## config.mk

```make
export PLATFORM = sky130hd
export DESIGN_NAME = trace_top
export DESIGN_NICKNAME = d
export VERILOG_FILES = /design/src/hw/trace_cfg_pkg.sv /design/src/hw/trace_state_pkg.sv /design/src/hw/cycle_counter.sv /design/src/hw/stage_tracker.sv /design/src/hw/stamp_store.sv /design/src/hw/trace_fifo.sv /design/src/hw/trace_fsm.sv /design/src/hw/trace_top.sv
export SDC_FILE = /design/constraint.sdc
export NUM_CORES = 1
export LEC_CHECK = 0
export BUFFER_PORTS_ARGS = -buffer_cell sky130_fd_sc_hd__buf_2
export CAP_MARGIN = 20
export CORE_ASPECT_RATIO = 1.25
export CORE_MARGIN = 2
export CORE_UTILIZATION = 47
export CTS_CLUSTER_SIZE = 30
export DETAILED_ROUTE_END_ITERATION = 8
export PLACE_DENSITY = 0.7
export SLEW_MARGIN = 20
export SYNTH_ARGS = -nofsm -noshare
export SYNTH_HDL_FRONTEND = slang
export SYNTH_HIERARCHICAL = 1
export SYNTH_SLANG_ARGS = --single-unit
```

## constraint.sdc

```tcl
create_clock -name clk -period 8.3 [get_ports clk]
set_input_delay 0.415 -clock clk [delete_from_list [all_inputs] [get_ports clk]]
set_output_delay 0.415 -clock clk [all_outputs]
set_load 0.1 [all_outputs]
```

## src/hw/trace_cfg_pkg.sv

```systemverilog
// trace unit widths and sizes
package trace_cfg_pkg;

    //////////////////////////////////////////////////
    // payload widths
    //////////////////////////////////////////////////

    // instruction word as the cpu fetched it
    typedef logic [31:0] instr_t;

    // cycle stamp, wraps around silently
    typedef logic [15:0] cycle_t;

    // sequence id given at fetch acceptance, wraps
    typedef logic [7:0] seq_id_t;

    // records pushed in one capture window
    typedef logic [7:0] rec_count_t;

    //////////////////////////////////////////////////
    // default sizes
    //////////////////////////////////////////////////

    // stamp slots, must cover pipeline depth plus the longest stall run
    // five stages and three stall cycles in flight fit in eight
    localparam int DEF_STAMP_DEPTH = 8;

    // retire records held per capture window
    localparam int DEF_FIFO_DEPTH = 16;

endpackage

```

## src/hw/trace_state_pkg.sv

```systemverilog
// trace unit state encodings
package trace_state_pkg;

    // pipeline stage index, also used as array index in the tracker
    typedef enum logic [2:0] {
        stg_fetch   = 3'd0,
        stg_decode  = 3'd1,
        stg_execute = 3'd2,
        stg_memory  = 3'd3,
        stg_wb      = 3'd4
    } stage_e;

    // capture window states
    // idle waits for start, capture pushes retires, readout drains
    typedef enum logic [1:0] {
        st_idle    = 2'd0,
        st_capture = 2'd1,
        st_readout = 2'd2
    } trace_state_e;

endpackage

```

## src/hw/cycle_counter.sv

```systemverilog
// cycle stamp and record counter
`timescale 1ns/10ps

module cycle_counter
    import trace_cfg_pkg::*;
(
    input  logic       clk,
    input  logic       rst,
    input  logic       rec_push,
    input  logic       rec_clear,
    output cycle_t     now,
    output rec_count_t rec_count
);

    // free-running stamp
    // zero in the first cycle after reset, wraps at 16 bits
    always_ff @(posedge clk) begin
        if (rst) begin
            now <= '0;
        end else begin
            now <= now + 1'b1;
        end
    end

    // records pushed since the current window opened
    // clear and push never meet, push only happens in capture
    always_ff @(posedge clk) begin
        if (rst) begin
            rec_count <= '0;
        end else if (rec_clear) begin
            rec_count <= '0;
        end else if (rec_push) begin
            rec_count <= rec_count + 1'b1;
        end
    end

endmodule

```

## src/hw/stage_tracker.sv

```systemverilog
// pipeline stage tracker
`timescale 1ns/10ps

module stage_tracker
    import trace_cfg_pkg::*;
    import trace_state_pkg::*;
(
    input  logic    clk,
    input  logic    rst,
    input  logic    fetch,
    input  logic    stall,
    input  logic    flush,
    output logic    accept,
    output seq_id_t accept_id,
    output logic    retire,
    output seq_id_t retire_id
);

    localparam int NUM_STAGES = int'(stg_wb) + 1;

    // id handed to the next accepted fetch
    seq_id_t next_id;

    // one valid bit and one id per stage, indexed by stage_e
    logic [NUM_STAGES-1:0] valid_q;
    seq_id_t               id_q [NUM_STAGES];

    //////////////////////////////////////////////////
    // acceptance
    //////////////////////////////////////////////////

    // a fetch only counts when the front end is free to move
    assign accept    = fetch && !stall && !flush;
    assign accept_id = next_id;

    // flushed ids are burnt, the counter never steps back
    always_ff @(posedge clk) begin
        if (rst) begin
            next_id <= '0;
        end else if (accept) begin
            next_id <= next_id + 1'b1;
        end
    end

    //////////////////////////////////////////////////
    // valid bits
    //////////////////////////////////////////////////

    always_ff @(posedge clk) begin
        if (rst) begin
            valid_q <= '0;
        end else begin
            // back end always advances
            valid_q[stg_wb]     <= valid_q[stg_memory];
            valid_q[stg_memory] <= valid_q[stg_execute];

            // execute takes a bubble when decode holds or is flushed
            if (stall || flush) begin
                valid_q[stg_execute] <= 1'b0;
            end else begin
                valid_q[stg_execute] <= valid_q[stg_decode];
            end

            // flush wins over stall for the front end
            if (flush) begin
                valid_q[stg_fetch]  <= 1'b0;
                valid_q[stg_decode] <= 1'b0;
            end else if (!stall) begin
                valid_q[stg_decode] <= valid_q[stg_fetch];
                valid_q[stg_fetch]  <= accept;
            end
        end
    end

    //////////////////////////////////////////////////
    // stage ids
    //////////////////////////////////////////////////

    // ids follow the valid bits, their value only matters while valid
    always_ff @(posedge clk) begin
        id_q[stg_wb]      <= id_q[stg_memory];
        id_q[stg_memory]  <= id_q[stg_execute];
        id_q[stg_execute] <= id_q[stg_decode];
        // front end holds during stall
        if (!stall) begin
            id_q[stg_decode] <= id_q[stg_fetch];
            id_q[stg_fetch]  <= next_id;
        end
    end

    // write-back valid is the retire pulse
    assign retire    = valid_q[stg_wb];
    assign retire_id = id_q[stg_wb];

endmodule

```

## src/hw/stamp_store.sv

```systemverilog
// fetch stamp store
`timescale 1ns/10ps

module stamp_store
    import trace_cfg_pkg::*;
#(
    parameter int STAMP_DEPTH = DEF_STAMP_DEPTH
) (
    input  logic    clk,
    input  logic    wr,
    input  seq_id_t wr_id,
    input  cycle_t  wr_cycle,
    input  instr_t  wr_instr,
    input  seq_id_t rd_id,
    output cycle_t  rd_cycle,
    output instr_t  rd_instr
);

    // slot index is the low part of the sequence id
    // depth is a power of two so the id wrap lines up with the slots
    localparam int ADDR_W = (STAMP_DEPTH > 1) ? $clog2(STAMP_DEPTH) : 1;

    cycle_t cycle_mem [STAMP_DEPTH];
    instr_t instr_mem [STAMP_DEPTH];

    logic [ADDR_W-1:0] wr_addr;
    logic [ADDR_W-1:0] rd_addr;

    assign wr_addr = wr_id[ADDR_W-1:0];
    assign rd_addr = rd_id[ADDR_W-1:0];

    // written on the acceptance edge with the stamp of that cycle
    always_ff @(posedge clk) begin
        if (wr) begin
            cycle_mem[wr_addr] <= wr_cycle;
            instr_mem[wr_addr] <= wr_instr;
        end
    end

    // read with the write-back id
    // slot stays untouched until the id comes round again
    assign rd_cycle = cycle_mem[rd_addr];
    assign rd_instr = instr_mem[rd_addr];

endmodule

```

## src/hw/trace_fifo.sv

```systemverilog
// retire record buffer
`timescale 1ns/10ps

module trace_fifo
    import trace_cfg_pkg::*;
#(
    parameter int FIFO_DEPTH = DEF_FIFO_DEPTH
) (
    input  logic    clk,
    input  logic    rst,
    input  logic    push,
    input  seq_id_t push_id,
    input  instr_t  push_instr,
    input  cycle_t  push_fetch_cycle,
    input  cycle_t  push_retire_cycle,
    input  logic    pop,
    output logic    empty,
    output logic    full,
    output seq_id_t head_id,
    output instr_t  head_instr,
    output cycle_t  head_fetch_cycle,
    output cycle_t  head_retire_cycle
);

    localparam int PTR_W = (FIFO_DEPTH > 1) ? $clog2(FIFO_DEPTH) : 1;
    localparam int CNT_W = $clog2(FIFO_DEPTH + 1);

    // record fields, one array each
    seq_id_t id_mem     [FIFO_DEPTH];
    instr_t  instr_mem  [FIFO_DEPTH];
    cycle_t  fetch_mem  [FIFO_DEPTH];
    cycle_t  retire_mem [FIFO_DEPTH];

    logic [PTR_W-1:0] wr_ptr;
    logic [PTR_W-1:0] rd_ptr;
    logic [CNT_W-1:0] count;
    logic             is_full;
    logic             do_push;
    logic             do_pop;

    // pointer step with wrap at the last slot
    function automatic logic [PTR_W-1:0] ptr_inc(input logic [PTR_W-1:0] p);
        ptr_inc = (p == PTR_W'(FIFO_DEPTH - 1)) ? '0 : p + 1'b1;
    endfunction

    assign is_full = (count == CNT_W'(FIFO_DEPTH));
    assign empty   = (count == '0);
    // full also shows on the push that takes the last slot
    // so capture can close on that same edge
    assign full    = is_full || (push && count == CNT_W'(FIFO_DEPTH - 1));

    // push while full and pop while empty are dropped
    assign do_push = push && !is_full;
    assign do_pop  = pop && !empty;

    always_ff @(posedge clk) begin
        if (do_push) begin
            id_mem[wr_ptr]     <= push_id;
            instr_mem[wr_ptr]  <= push_instr;
            fetch_mem[wr_ptr]  <= push_fetch_cycle;
            retire_mem[wr_ptr] <= push_retire_cycle;
        end
    end

    always_ff @(posedge clk) begin
        if (rst) begin
            wr_ptr <= '0;
            rd_ptr <= '0;
            count  <= '0;
        end else begin
            if (do_push) begin
                wr_ptr <= ptr_inc(wr_ptr);
            end
            if (do_pop) begin
                rd_ptr <= ptr_inc(rd_ptr);
            end
            case ({do_push, do_pop})
                2'b10:   count <= count + 1'b1;
                2'b01:   count <= count - 1'b1;
                default: count <= count;
            endcase
        end
    end

    // show-ahead head, valid whenever not empty
    assign head_id           = id_mem[rd_ptr];
    assign head_instr        = instr_mem[rd_ptr];
    assign head_fetch_cycle  = fetch_mem[rd_ptr];
    assign head_retire_cycle = retire_mem[rd_ptr];

endmodule

```

## src/hw/trace_fsm.sv

```systemverilog
// capture window FSM
`timescale 1ns/10ps

module trace_fsm
    import trace_state_pkg::*;
(
    input  logic         clk,
    input  logic         rst,
    input  logic         start,
    input  logic         stop,
    input  logic         retire,
    input  logic         rd,
    input  logic         full,
    input  logic         empty,
    output logic         push,
    output logic         pop,
    output logic         rec_clear,
    output logic         rec_valid,
    output trace_state_e state
);

    trace_state_e next_state;

    //////////////////////////////////////////////////
    // strobe gating
    //////////////////////////////////////////////////

    // retires only reach the buffer inside the window
    assign push      = (state == st_capture) && retire;
    // reads only pop during readout, a read on empty does nothing
    assign pop       = (state == st_readout) && rd && !empty;
    // count restarts as the window opens
    assign rec_clear = (state == st_idle) && start;
    assign rec_valid = (state == st_readout) && !empty;

    //////////////////////////////////////////////////
    // next state
    //////////////////////////////////////////////////

    always_comb begin
        next_state = state;
        case (state)
            st_idle: begin
                if (start) begin
                    next_state = st_capture;
                end
            end
            st_capture: begin
                // full is already high on the filling push
                if (stop || full) begin
                    next_state = st_readout;
                end
            end
            st_readout: begin
                // drained, also covers a window that caught nothing
                if (empty) begin
                    next_state = st_idle;
                end
            end
            default: next_state = st_idle;
        endcase
    end

    always_ff @(posedge clk) begin
        if (rst) begin
            state <= st_idle;
        end else begin
            state <= next_state;
        end
    end

endmodule

```

## src/hw/trace_top.sv

```systemverilog
// pipeline trace unit
`timescale 1ns/10ps

module trace_top
    import trace_cfg_pkg::*;
    import trace_state_pkg::*;
#(
    parameter int STAMP_DEPTH = DEF_STAMP_DEPTH,
    parameter int FIFO_DEPTH  = DEF_FIFO_DEPTH
) (
    input  logic         clk,
    input  logic         rst,
    input  logic         fetch,
    input  instr_t       instr,
    input  logic         stall,
    input  logic         flush,
    input  logic         start,
    input  logic         stop,
    input  logic         rd,
    output logic         rec_valid,
    output seq_id_t      rec_id,
    output instr_t       rec_instr,
    output cycle_t       rec_fetch_cycle,
    output cycle_t       rec_retire_cycle,
    output rec_count_t   rec_count,
    output trace_state_e state
);

    cycle_t  now;
    logic    accept;
    seq_id_t accept_id;
    logic    retire;
    seq_id_t retire_id;
    // stamp read at write-back
    cycle_t  wb_fetch_cycle;
    instr_t  wb_instr;
    logic    push;
    logic    pop;
    logic    full;
    logic    empty;
    logic    rec_clear;

    cycle_counter i_cycle_counter (
        .clk       (clk),
        .rst       (rst),
        .rec_push  (push),
        .rec_clear (rec_clear),
        .now       (now),
        .rec_count (rec_count)
    );

    stage_tracker i_stage_tracker (
        .clk       (clk),
        .rst       (rst),
        .fetch     (fetch),
        .stall     (stall),
        .flush     (flush),
        .accept    (accept),
        .accept_id (accept_id),
        .retire    (retire),
        .retire_id (retire_id)
    );

    // stamped with now on acceptance
    stamp_store #(
        .STAMP_DEPTH (STAMP_DEPTH)
    ) i_stamp_store (
        .clk      (clk),
        .wr       (accept),
        .wr_id    (accept_id),
        .wr_cycle (now),
        .wr_instr (instr),
        .rd_id    (retire_id),
        .rd_cycle (wb_fetch_cycle),
        .rd_instr (wb_instr)
    );

    // record is write-back id, stored stamp and instr, retire stamp
    trace_fifo #(
        .FIFO_DEPTH (FIFO_DEPTH)
    ) i_trace_fifo (
        .clk               (clk),
        .rst               (rst),
        .push              (push),
        .push_id           (retire_id),
        .push_instr        (wb_instr),
        .push_fetch_cycle  (wb_fetch_cycle),
        .push_retire_cycle (now),
        .pop               (pop),
        .empty             (empty),
        .full              (full),
        .head_id           (rec_id),
        .head_instr        (rec_instr),
        .head_fetch_cycle  (rec_fetch_cycle),
        .head_retire_cycle (rec_retire_cycle)
    );

    trace_fsm i_trace_fsm (
        .clk       (clk),
        .rst       (rst),
        .start     (start),
        .stop      (stop),
        .retire    (retire),
        .rd        (rd),
        .full      (full),
        .empty     (empty),
        .push      (push),
        .pop       (pop),
        .rec_clear (rec_clear),
        .rec_valid (rec_valid),
        .state     (state)
    );

endmodule

```

Word-level counts from Yosys, hierarchy flattened:

Memory sizes are Yosys's and may differ from the RTL's. A register that Yosys moved wholly into a read port is not among the register bits.
Index checks and enable logic that the tools add are counted.

* bits of input ports: 40
* memories kept: 7
* RAM bits: 1576
* latch bits: 0
* register bits after elaboration: 52
* ROM bits: 0

Memory list
* i_trace_fifo.instr_mem: depth 16, bits a word 32, rd ports 1, clocked after Yosys merged registers in 1, wr ports 1, RTL line trace_fifo.sv:30 `instr_t instr_mem [FIFO_DEPTH];`
* i_stamp_store.instr_mem: depth 8, bits a word 32, rd ports 1, clocked after Yosys merged registers in 0, wr ports 1, RTL line stamp_store.sv:24 `instr_t instr_mem [STAMP_DEPTH];`
* i_trace_fifo.fetch_mem: depth 16, bits a word 16, rd ports 1, clocked after Yosys merged registers in 1, wr ports 1, RTL line trace_fifo.sv:31 `cycle_t fetch_mem [FIFO_DEPTH];`
* i_trace_fifo.retire_mem: depth 16, bits a word 16, rd ports 1, clocked after Yosys merged registers in 1, wr ports 1, RTL line trace_fifo.sv:32 `cycle_t retire_mem [FIFO_DEPTH];`
* i_stamp_store.cycle_mem: depth 8, bits a word 16, rd ports 1, clocked after Yosys merged registers in 0, wr ports 1, RTL line stamp_store.sv:23 `cycle_t cycle_mem [STAMP_DEPTH];`
* i_trace_fifo.id_mem: depth 16, bits a word 8, rd ports 1, clocked after Yosys merged registers in 1, wr ports 1, RTL line trace_fifo.sv:29 `seq_id_t id_mem [FIFO_DEPTH];`
* 1 more memories

* bitwise gates (word level): 0
* $add $sub $neg: 7
* div/mod/pow operators: 0
* multipliers: 0
* $lt $le $gt $ge: 0
* reductions and logical operators: 24
* shift-type cells: 0
* equal/unequal tests: 11
* muxes and demuxes: 20

Operators by type and width (count)
* two-way mux 4 bit: 10
* adder 16 x 1 -> 16 bit, second input constant: 1
* adder 8 x 1 -> 8 bit, second input constant: 2
* logical AND 1 bit: 10
* case mux 5 bit (2 select lines): 1
* adder 4 x 1 -> 4 bit, second input constant: 2
* equality test 4 bit, second input constant: 2
* two-way mux 2 bit: 3
* case mux 2 bit (3 select lines): 1
* OR reduction 2 bit: 3
* adder 5 x 1 -> 5 bit, second input constant: 1
* equality test 5 x 4 -> 1 bit, second input constant: 1
* equality test 5 bit, second input constant: 1
* zero test 5 bit: 1
* two-way mux 1 bit: 5
* subtractor 5 x 1 -> 5 bit, second input constant: 1
* equality test 2 x 1 -> 1 bit, second input constant: 2
* equality test 2 bit, second input constant: 2
* zero test 1 bit: 4
* inequality test 2 bit, second input constant: 2
* logical OR 1 bit: 3
* AND reduction 3 bit: 1
* zero test 2 bit: 1
* inequality test 2 x 1 -> 1 bit, second input constant: 1
* nonzero test 2 bit: 1

Longest topological paths before layout:

Gate-level depths: netlist of the first run.

* word-level depth: 7
* gate-level depth with buffers: 16
* mapped depth without buffers: 13

Modules after synthesis:

The synthesis of the first run kept the hierarchy.

By module, submodules not included
* trace_fifo: area an instance 44161.1 µm², seq. area each 34933.5 µm², times used 1, cells an instance 1713
* stamp_store: area an instance 14659.1 µm², seq. area each 11531.1 µm², times used 1, cells an instance 568
* stage_tracker: area an instance 1492.7 µm², seq. area each 1221.2 µm², times used 1, cells an instance 95
* cycle_counter: area an instance 1069.8 µm², seq. area each 480.5 µm², times used 1, cells an instance 119
* trace_fsm: area an instance 112.6 µm², seq. area each 40.0 µm², times used 1, cells an instance 11

Worst setup path after synthesis of the first run:

OpenSTA, ideal clock, no wires.

* kind: register to register
* from: register i_trace_fsm.state[0]
* to: memory i_trace_fifo/fetch_mem[0][0] (netlist name) (enable)
* setup time: 0.705 ns
* data arrival time: 9.053 ns
* stages on the path, launching flop included: 5
* path slack: -1.458 ns
* path through: dfxtp_1 and3b_2 o21ai_1 buf_4 nor4b_1

* cells in the longest elaborated chain, start to end: 5

RTL lines
* start: declaration: RTL line trace_fsm.sv:19 `output trace_state_e state`
* start signal: assignment: RTL line trace_fsm.sv:66 `state <= st_idle;`
* start signal: assignment: RTL line trace_fsm.sv:68 `state <= next_state;`
* equality test 2 x 1 -> 1 bit: RTL line trace_fsm.sv:29 `assign push = (state == st_capture) && retire;`
* logical AND 1 bit: RTL line trace_fsm.sv:29
* net push: RTL line trace_top.sv:37 `logic push;`
* logical AND 1 bit: RTL line trace_fifo.sv:53 `assign do_push = push && !is_full;`
* two-way mux 1 bit: RTL line trace_fifo.sv:57 `if (do_push) begin`
* two-way mux 1 bit (implied by the code): RTL line trace_fifo.sv:60 `fetch_mem[wr_ptr] <= push_fetch_cycle;`
* end: declaration: RTL line trace_fifo.sv:31

The timed path passes the listed nets, and every way through them passes these cells.

==> results of run 1 <==
[power by group through the flow]
stage / sequential [mW] / clock, mW / combinational (mW)
2_1_floorplan: 9.24 / 0 / 0.172
3_3_place_gp: 9.25 / 0 / 0.234
3_5_place_dp: 9.25 / 0 / 0.252
4_1_cts: 9.07 / 6.70 / 0.268
5_1_grt: 9.07 / 6.99 / 0.288
6_report: 9.07 / 6.58 / 0.269
[cell usage after synthesis, drive strengths merged, types with 5 or more instances]
library cell,instances
edfxtp,1552
mux4,456
dfxtp,80
buf,68
mux2,55
clkbuf,53
nor2,34
a21oi,22
nand2,17
o21ai,15
and2,14
nand4,12
ha,11
inv,11
nand3,11
or3,10
xor2,10
nor2b,9
nor3,9
mux2i,7
o31ai,6
or4,6
nor4b,5
xnor2,5
[sequential cells by signal (all words and copies together), names as in the netlist, 16 cells and up, named ones only]
name and count:
i_trace_fifo/instr_mem 512, i_stamp_store/cycle_mem 128, i_stamp_store/instr_mem 256, i_cycle_counter/now 16
i_trace_fifo/retire_mem 256, i_stage_tracker/id_q 40, i_trace_fifo/fetch_mem 256, i_trace_fifo/id_mem 128
[layout make-up]
type	instances	area (um2)	area share
Multi-Input combinational cell	742	12700	0.183
Clock buffer	183	4010	0.0580
Antenna cell	5	12.5	0.000181
Timing Repair Buffer	202	1350	0.0196
Sequential cell	1632	48200	0.698
Clock inverter	78	668	0.00966
Inverter	11	41.3	0.000597
Tap cell	1725	2160	0.0312
[stage by stage]
stage / setup WS [ns] / instances / hold slack (ns)
finish: 3.54 / 4578 / 0.0659
CTS: 3.38 / 4572 / 0.00315
detailed placement: 4.19 / 4276 / 0.312
floorplan: -1.46 / 2506 / 0.310
global placement: 4.27 / 4275 / 0.314
global route: 3.22 / 4577 / 0.0461
[metal layers]
layer | up-vias | global-route usage
met5 | - | 0
met4 | 12 | 0.0490
met3 | 172 | 0.0353
met2 | 963 | 0.334
met1 | 14600 | 0.256
li1 | 11200 | -
[worst reg2reg max path: cells and delay by family (launching register included)]
family | cells | cell delay [ns]
DFF | 1 | 0.37
and+or+nand+nor | 3 | 1.33
buffers and inverters | 2 | 0.82
AOI/OAI and AO/OA | 1 | 0.85
[placed cells by master, fill, tap and decap left out, drive strengths merged, types with 12 or more instances in the layout]
cell         instances
nand2               17
clkbuf             183
clkinv              56
dfxtp               80
inv                 16
o21ai               15
dlygate4sd3         35
and2                14
mux4               456
edfxtp            1552
buf                167
a21oi               22
nor2                34
mux2                55
nand4               12
[cells by family (layout without fill, tap and decap cells)]
logic type	count (synthesis)	in the layout	share of synthesized area
AOI/OAI and AO/OA	54	54	0.00533
xor gates and xnor gates	15	15	0.00214
adders and majority gates	11	11	0.00224
buffers and inverters	132	474	0.0122
DFF	1632	1632	0.784
muxes	518	518	0.181
other	0	5	0
and+or+nand+nor	144	144	0.0134
[worst min-delay path by stage]
stage / from / to / cells after the start / slack [ns]
global placement: i_stage_tracker/id_q[3][1]$_DFF_P_ / i_stage_tracker/id_q[4][1]$_DFF_P_ / 0 / 0.31
CTS: fetch / i_stage_tracker/valid_q[0]$_SDFFE_PP0N_ / 3 / 0.003
global route: fetch / i_stage_tracker/valid_q[0]$_SDFFE_PP0N_ / 3 / 0.05
detailed placement: i_stage_tracker/id_q[2][0]$_DFF_P_ / i_stage_tracker/id_q[3][0]$_DFF_P_ / 0 / 0.31
floorplan: i_stage_tracker/id_q[2][0]$_DFF_P_ / i_stage_tracker/id_q[3][0]$_DFF_P_ / 0 / 0.31
finish: fetch / i_stage_tracker/valid_q[0]$_SDFFE_PP0N_ / 3 / 0.07
==> metrics, run 1 <==
Synth Cell Area=61,500 um2; Worst-Skew Late Latency=0.76 ns; CTS tree=built; Filler cells=9,556; Lkg Pwr=21.2 nW; total power=15.9 mW; Least-Margin Pin Slew=1.29 ns; CP peak stage delay=0.84 ns; flop and latch count out of synthesis=1,632; fmax=210 MHz; Worst Hold Class=in -> reg; Syn. warnings=6; H-tree depth=4; CP Launch Type=register; total CTS buffers=144; vias in the first global route=28,300; PD cells=230 nW/um2; Rel. slew slack=0.143; hold_buf cts=35; VDD IR max=245 uV; FF-to-FF End=i_trace_fifo/instr_mem[12][21]$_DFFE_PP_; Final nets=2,784; Critical Path Stages=5; CP Max Fanout=36; GRT overflow=0; Die Height=408 um; WL met1=51.3 mm; antenna viol nets, final=0; ys async rst share=0; P_int=12.9 mW; share of cells above drive strength 1=0.328; area delta synth->final=12.4%; Clock transition at path regs=0.06 ns; DR top layer=met5; status=completed; syn_nets=2,557; Starting Density=0.473; Post-synth EDFFs=1,552; DR pass1 iterations=5; Synth cell types=57; CTS Sinks=1,632; Via Count=27,000; post-DP HPWL=65.0 mm; Crit path max-delay family=buffers and inverters; Flop pwr share=0.570; R2R Path Start=i_trace_fifo/count[0]$_SDFFE_PP0P_; boundary pin count=123; FF-to-FF path depth=6; CP max-delay cell=dfxtp_4; cell area after layout=69,100 um2; Mapped Avg Cell Area=24.5 um2; clock skew=0.0259 ns; row count=148; first-pass GRT wire length=188 mm; Worst R2R Setup Slack=4.62 ns; CP arrival=4.34 ns; sw frac=0.192; Critical Path Sink Type=output pin; final WL=128 mm; Cell Chain, Critical Path=buf_4, buf_4, mux4_2, mux4_2, buf_2; starting DRC count in detailed routing=2,721; top-area cell type share of the netlist area=0.758; dominant synthesized flop cell=edfxtp_1; met3 WL post-DR=7.95 mm; antenna violations before repair=11; Final setup viols=0; Cells after Synth=2,506; max-cap viol count=0; Pins Over Slew Limit=0; GRT Util Overall=0.194; dominant cells by area after synthesis=edfxtp_1 76%, mux4_2 17%, dfxtp_1 2.6%; share of the yosys chip area belonging to registers=0.784; Worst EP required=7.89 ns; Post-CTS Setup Bufs=0; Final Core Density=0.532; maximum number of pins on one net before global-route repair=169; Worst Path Class, Setup=reg -> out; core region area=130,000 um2; Placed Area=64,100 um2; Final Hold Fails=0; GP Congestion=0.740; NetSw=3.05 mW; Buffers & Inverters on Critical Path=3; Via density=5.90; IO Port Bufs=122; routed len/inst=28.1 um; min Tclk post-route=4.76 ns; DIE WIDTH=328 um; clock share of power=0.413; Final period util=0.573; cell taking the most area after synthesis=edfxtp_1; Max Root-Sink Buffers=3; DRC Markers=0; RSZ-0062 raised after global routing=false; die area=134,000 um2; DR WL met2=66.5 mm; Comb pwr share=0.017; Critical Path End=rec_instr[16]; clock root buffer=clkbuf_16; Setup TNS Final=0 ns; # resized after CTS=0
No activity file was read; power rests on OpenSTA's default activity.
==> inputs of run 2 (changes only) <==
Settings changed: ABC_AREA set to 1, PLACE_DENSITY 0.7 to 0.68.
Clock period 8.3 ns to 4.9 ns, I/O delays scaled along.
==> run 2 against run 1 <==
Against the previous run: via count rose by 55%; flip-flop and latch count stayed put; core utilization shrank 0.28 points; combinational power grew 130%; highest routed layer unchanged; clock power grew 82%; sequential share of layout area down 5.8 points; largest power group unchanged.
==> metrics, run 2 <==
status=completed; Simple-Gate Fraction of Synth Area=0.117; starting DRC count in detailed routing=4,386; Clock transition at path regs=0.06 ns; VDD IR max=370 uV; DR pass1 iterations=6; DIE WIDTH=343 um; Worst-Skew Late Latency=0.79 ns; Post-synth EDFFs=1,552; Biggest register=i_trace_fifo/instr_mem; antenna violations before repair=12; Final Hold Fails=0; final WL=156 mm; xor/xnor cell area share of the yosys netlist=0.000650; Via Count=41,800; min Tclk post-route=3.74 ns; maximum number of pins on one net before global-route repair=173; max-cap viol count=0; hold_buf cts=42; IO Port Bufs=122; GP Congestion=0.797; Rel. slew slack=0.227; CP max-delay cell=dfxtp_4; CTS tree=built; GRT overflow=0; Worst Path Class, Setup=reg -> out; share of cells above drive strength 1=0.0861; CP Launch Type=register; core region area=143,000 um2; Die Height=427 um; PD cells=371 nW/um2; routed len/inst=19.8 um; fmax=267 MHz; flop and latch count out of synthesis=1,632; most frequent CP cell=nand3_1; Least-Margin Pin Slew=1.16 ns; cell taking the most area after synthesis=edfxtp_1; Crit path max-delay family=buffers and inverters; synth cell count leaders=1,552 x edfxtp_1, 1,088 x nand2_1, 1,032 x inv_1, 652 x nand3_1, 301 x a21oi_1; post-DP HPWL=86.9 mm; most common cell after layout, fill and taps aside=edfxtp_1; Critical Path Sink Type=output pin; most frequent cells in the layout=1,552 x edfxtp_1, 1,088 x nand2_1, 1,031 x inv_1; post-synthesis adder-cell area fraction=0.00204; CTS Sinks=1,632; Syn. warnings=6; top-area cell type share of the netlist area=0.691; Synth Cell Area=67,400 um2; Pins Over Slew Limit=0; CP arrival=3.50 ns; Synth cell types=37; Via density=5.30; Lkg Pwr=28.6 nW; Mapped Avg Cell Area=11.7 um2; Worst EP required=4.66 ns; Worst Hold Class=in -> reg; Final setup viols=0; CP peak stage delay=0.87 ns; Post-CTS Setup Bufs=0; Final period util=0.764; clock root buffer=clkbuf_16; area delta synth->final=11.9%; dominant cells by area after synthesis=edfxtp_1 69%, nand2_1 6.1%, inv_1 5.7%; Final Core Density=0.529; max FFs per register=512; Buffers & Inverters on Critical Path=2; vias in the first global route=40,500; Cells after Synth=5,761; clock skew=0.0306 ns; largest family of logic cells by synthesized area=simple AND/OR/NAND/NOR gates; ys async rst share=0; GRT Util Overall=0.213; first-pass GRT wire length=238 mm; total power=28.0 mW; boundary pin count=123; # resized after CTS=0; antenna viol nets, final=0; Cell Chain, Critical Path=buf_12, o211ai_1, nand3_1, nand3_1, nand2_1, buf_2; DRC Markers=0; RSZ-0062 raised after global routing=false; Worst R2R Setup Slack=1.55 ns; most common cell in the synthesized netlist=edfxtp_1; post-synthesis mux area share=0; Final nets=5,917; total CTS buffers=153; die area=146,000 um2; syn_nets=5,812; share of the yosys chip area belonging to registers=0.715; Max Root-Sink Buffers=3; Filler cells=11,600; dominant synthesized flop cell=edfxtp_1; H-tree depth=4; row count=155; Synth Area in Compound Gates=0.0789; Starting Density=0.473; CP Max Fanout=149
-- run 2: changes by cell type in the layout (fill, tap and decap cells not counted), sizes merged, moves of 286 or more --
cell    change
nand2    +1077
nand3     +644
o211ai    +286
inv      +1028
o21ai     +292
mux4      -456
a21oi     +288
-- run 2: metrics by stage --
stage	setup TNS, ns	worst slack [ns]	instances	area (um2)	hold slack [ns]
6_report	0	1.16	7885	75400	0.0601
5_1_grt	0	0.959	7885	75400	0.141
4_1_cts	0	1.09	7879	75400	0.0125
3_5_place_dp	0	1.56	7553	69900	0.314
3_3_place_gp	0	1.63	7553	69900	0.310
2_1_floorplan	-469.30	-0.707	5761	67400	0.310
-- run 2: final timing paths --
| path | cells past startpoint | start | end |
|---|---|---|---|
| worst max-delay path | 6 | register | rec_instr[30] |
| worst min-delay path | 6 | rd | register |
| worst max register to register | 8 | i_trace_fsm/state[1]$_SDFFE_PP0P_ | i_trace_fifo/instr_mem[11][1]$_DFFE_PP_ |
| worst min register to register | 0 | i_stage_tracker/id_q[3][1]$_DFF_P_ | i_stage_tracker/id_q[4][1]$_DFF_P_ |
-- run 2: worst reg2reg max path: cells and delay by family (launching register included) --
family,cells,cell delay [ns]
AND/OR/NAND/NOR,5,1.94
flip-flops,1,0.35
buffers and inverters,3,0.76
-- run 2: logic make-up (layout without fill, tap and decap cells) --
kind of cell / count (synthesis) / after routing
AO/OA/AOI/OAI: 909 / 909
buffers and inverters: 1349 / 1583
XOR/XNOR: 5 / 5
other: 0 / 6
flip-flops: 1632 / 1632
AND/OR/NAND/NOR: 1855 / 1855
adder cells (fa/ha/maj): 11 / 11
-- run 2: final cells by class --
type	count	area (um2)	share of cell area
inverters	1037	3910	0.0518
flip-flops and latches	1632	48200	0.640
repair buffers	262	2240	0.0297
multi-input cells	2780	13600	0.180
diodes	6	15.0	0.000199
clock buffers	187	4090	0.0543
well taps	1884	2360	0.0313
clock inverters	97	983	0.0130
-- run 2: metal layers --
metal	up-vias	wire (um)	global-route usage
met3	273	10600	0.0323
met1	20300	64100	0.281
met4	6	4190	0.0667
met2	1378	77400	0.362
li1	19800	-	-
met5	-	33	0
-- run 2: where the power goes --
group / switching, mW / internal, mW
clock network: 5.16 / 6.79
logic: 0.503 / 0.129
registers: 0.0541 / 15.4
total: 5.71 / 22.3
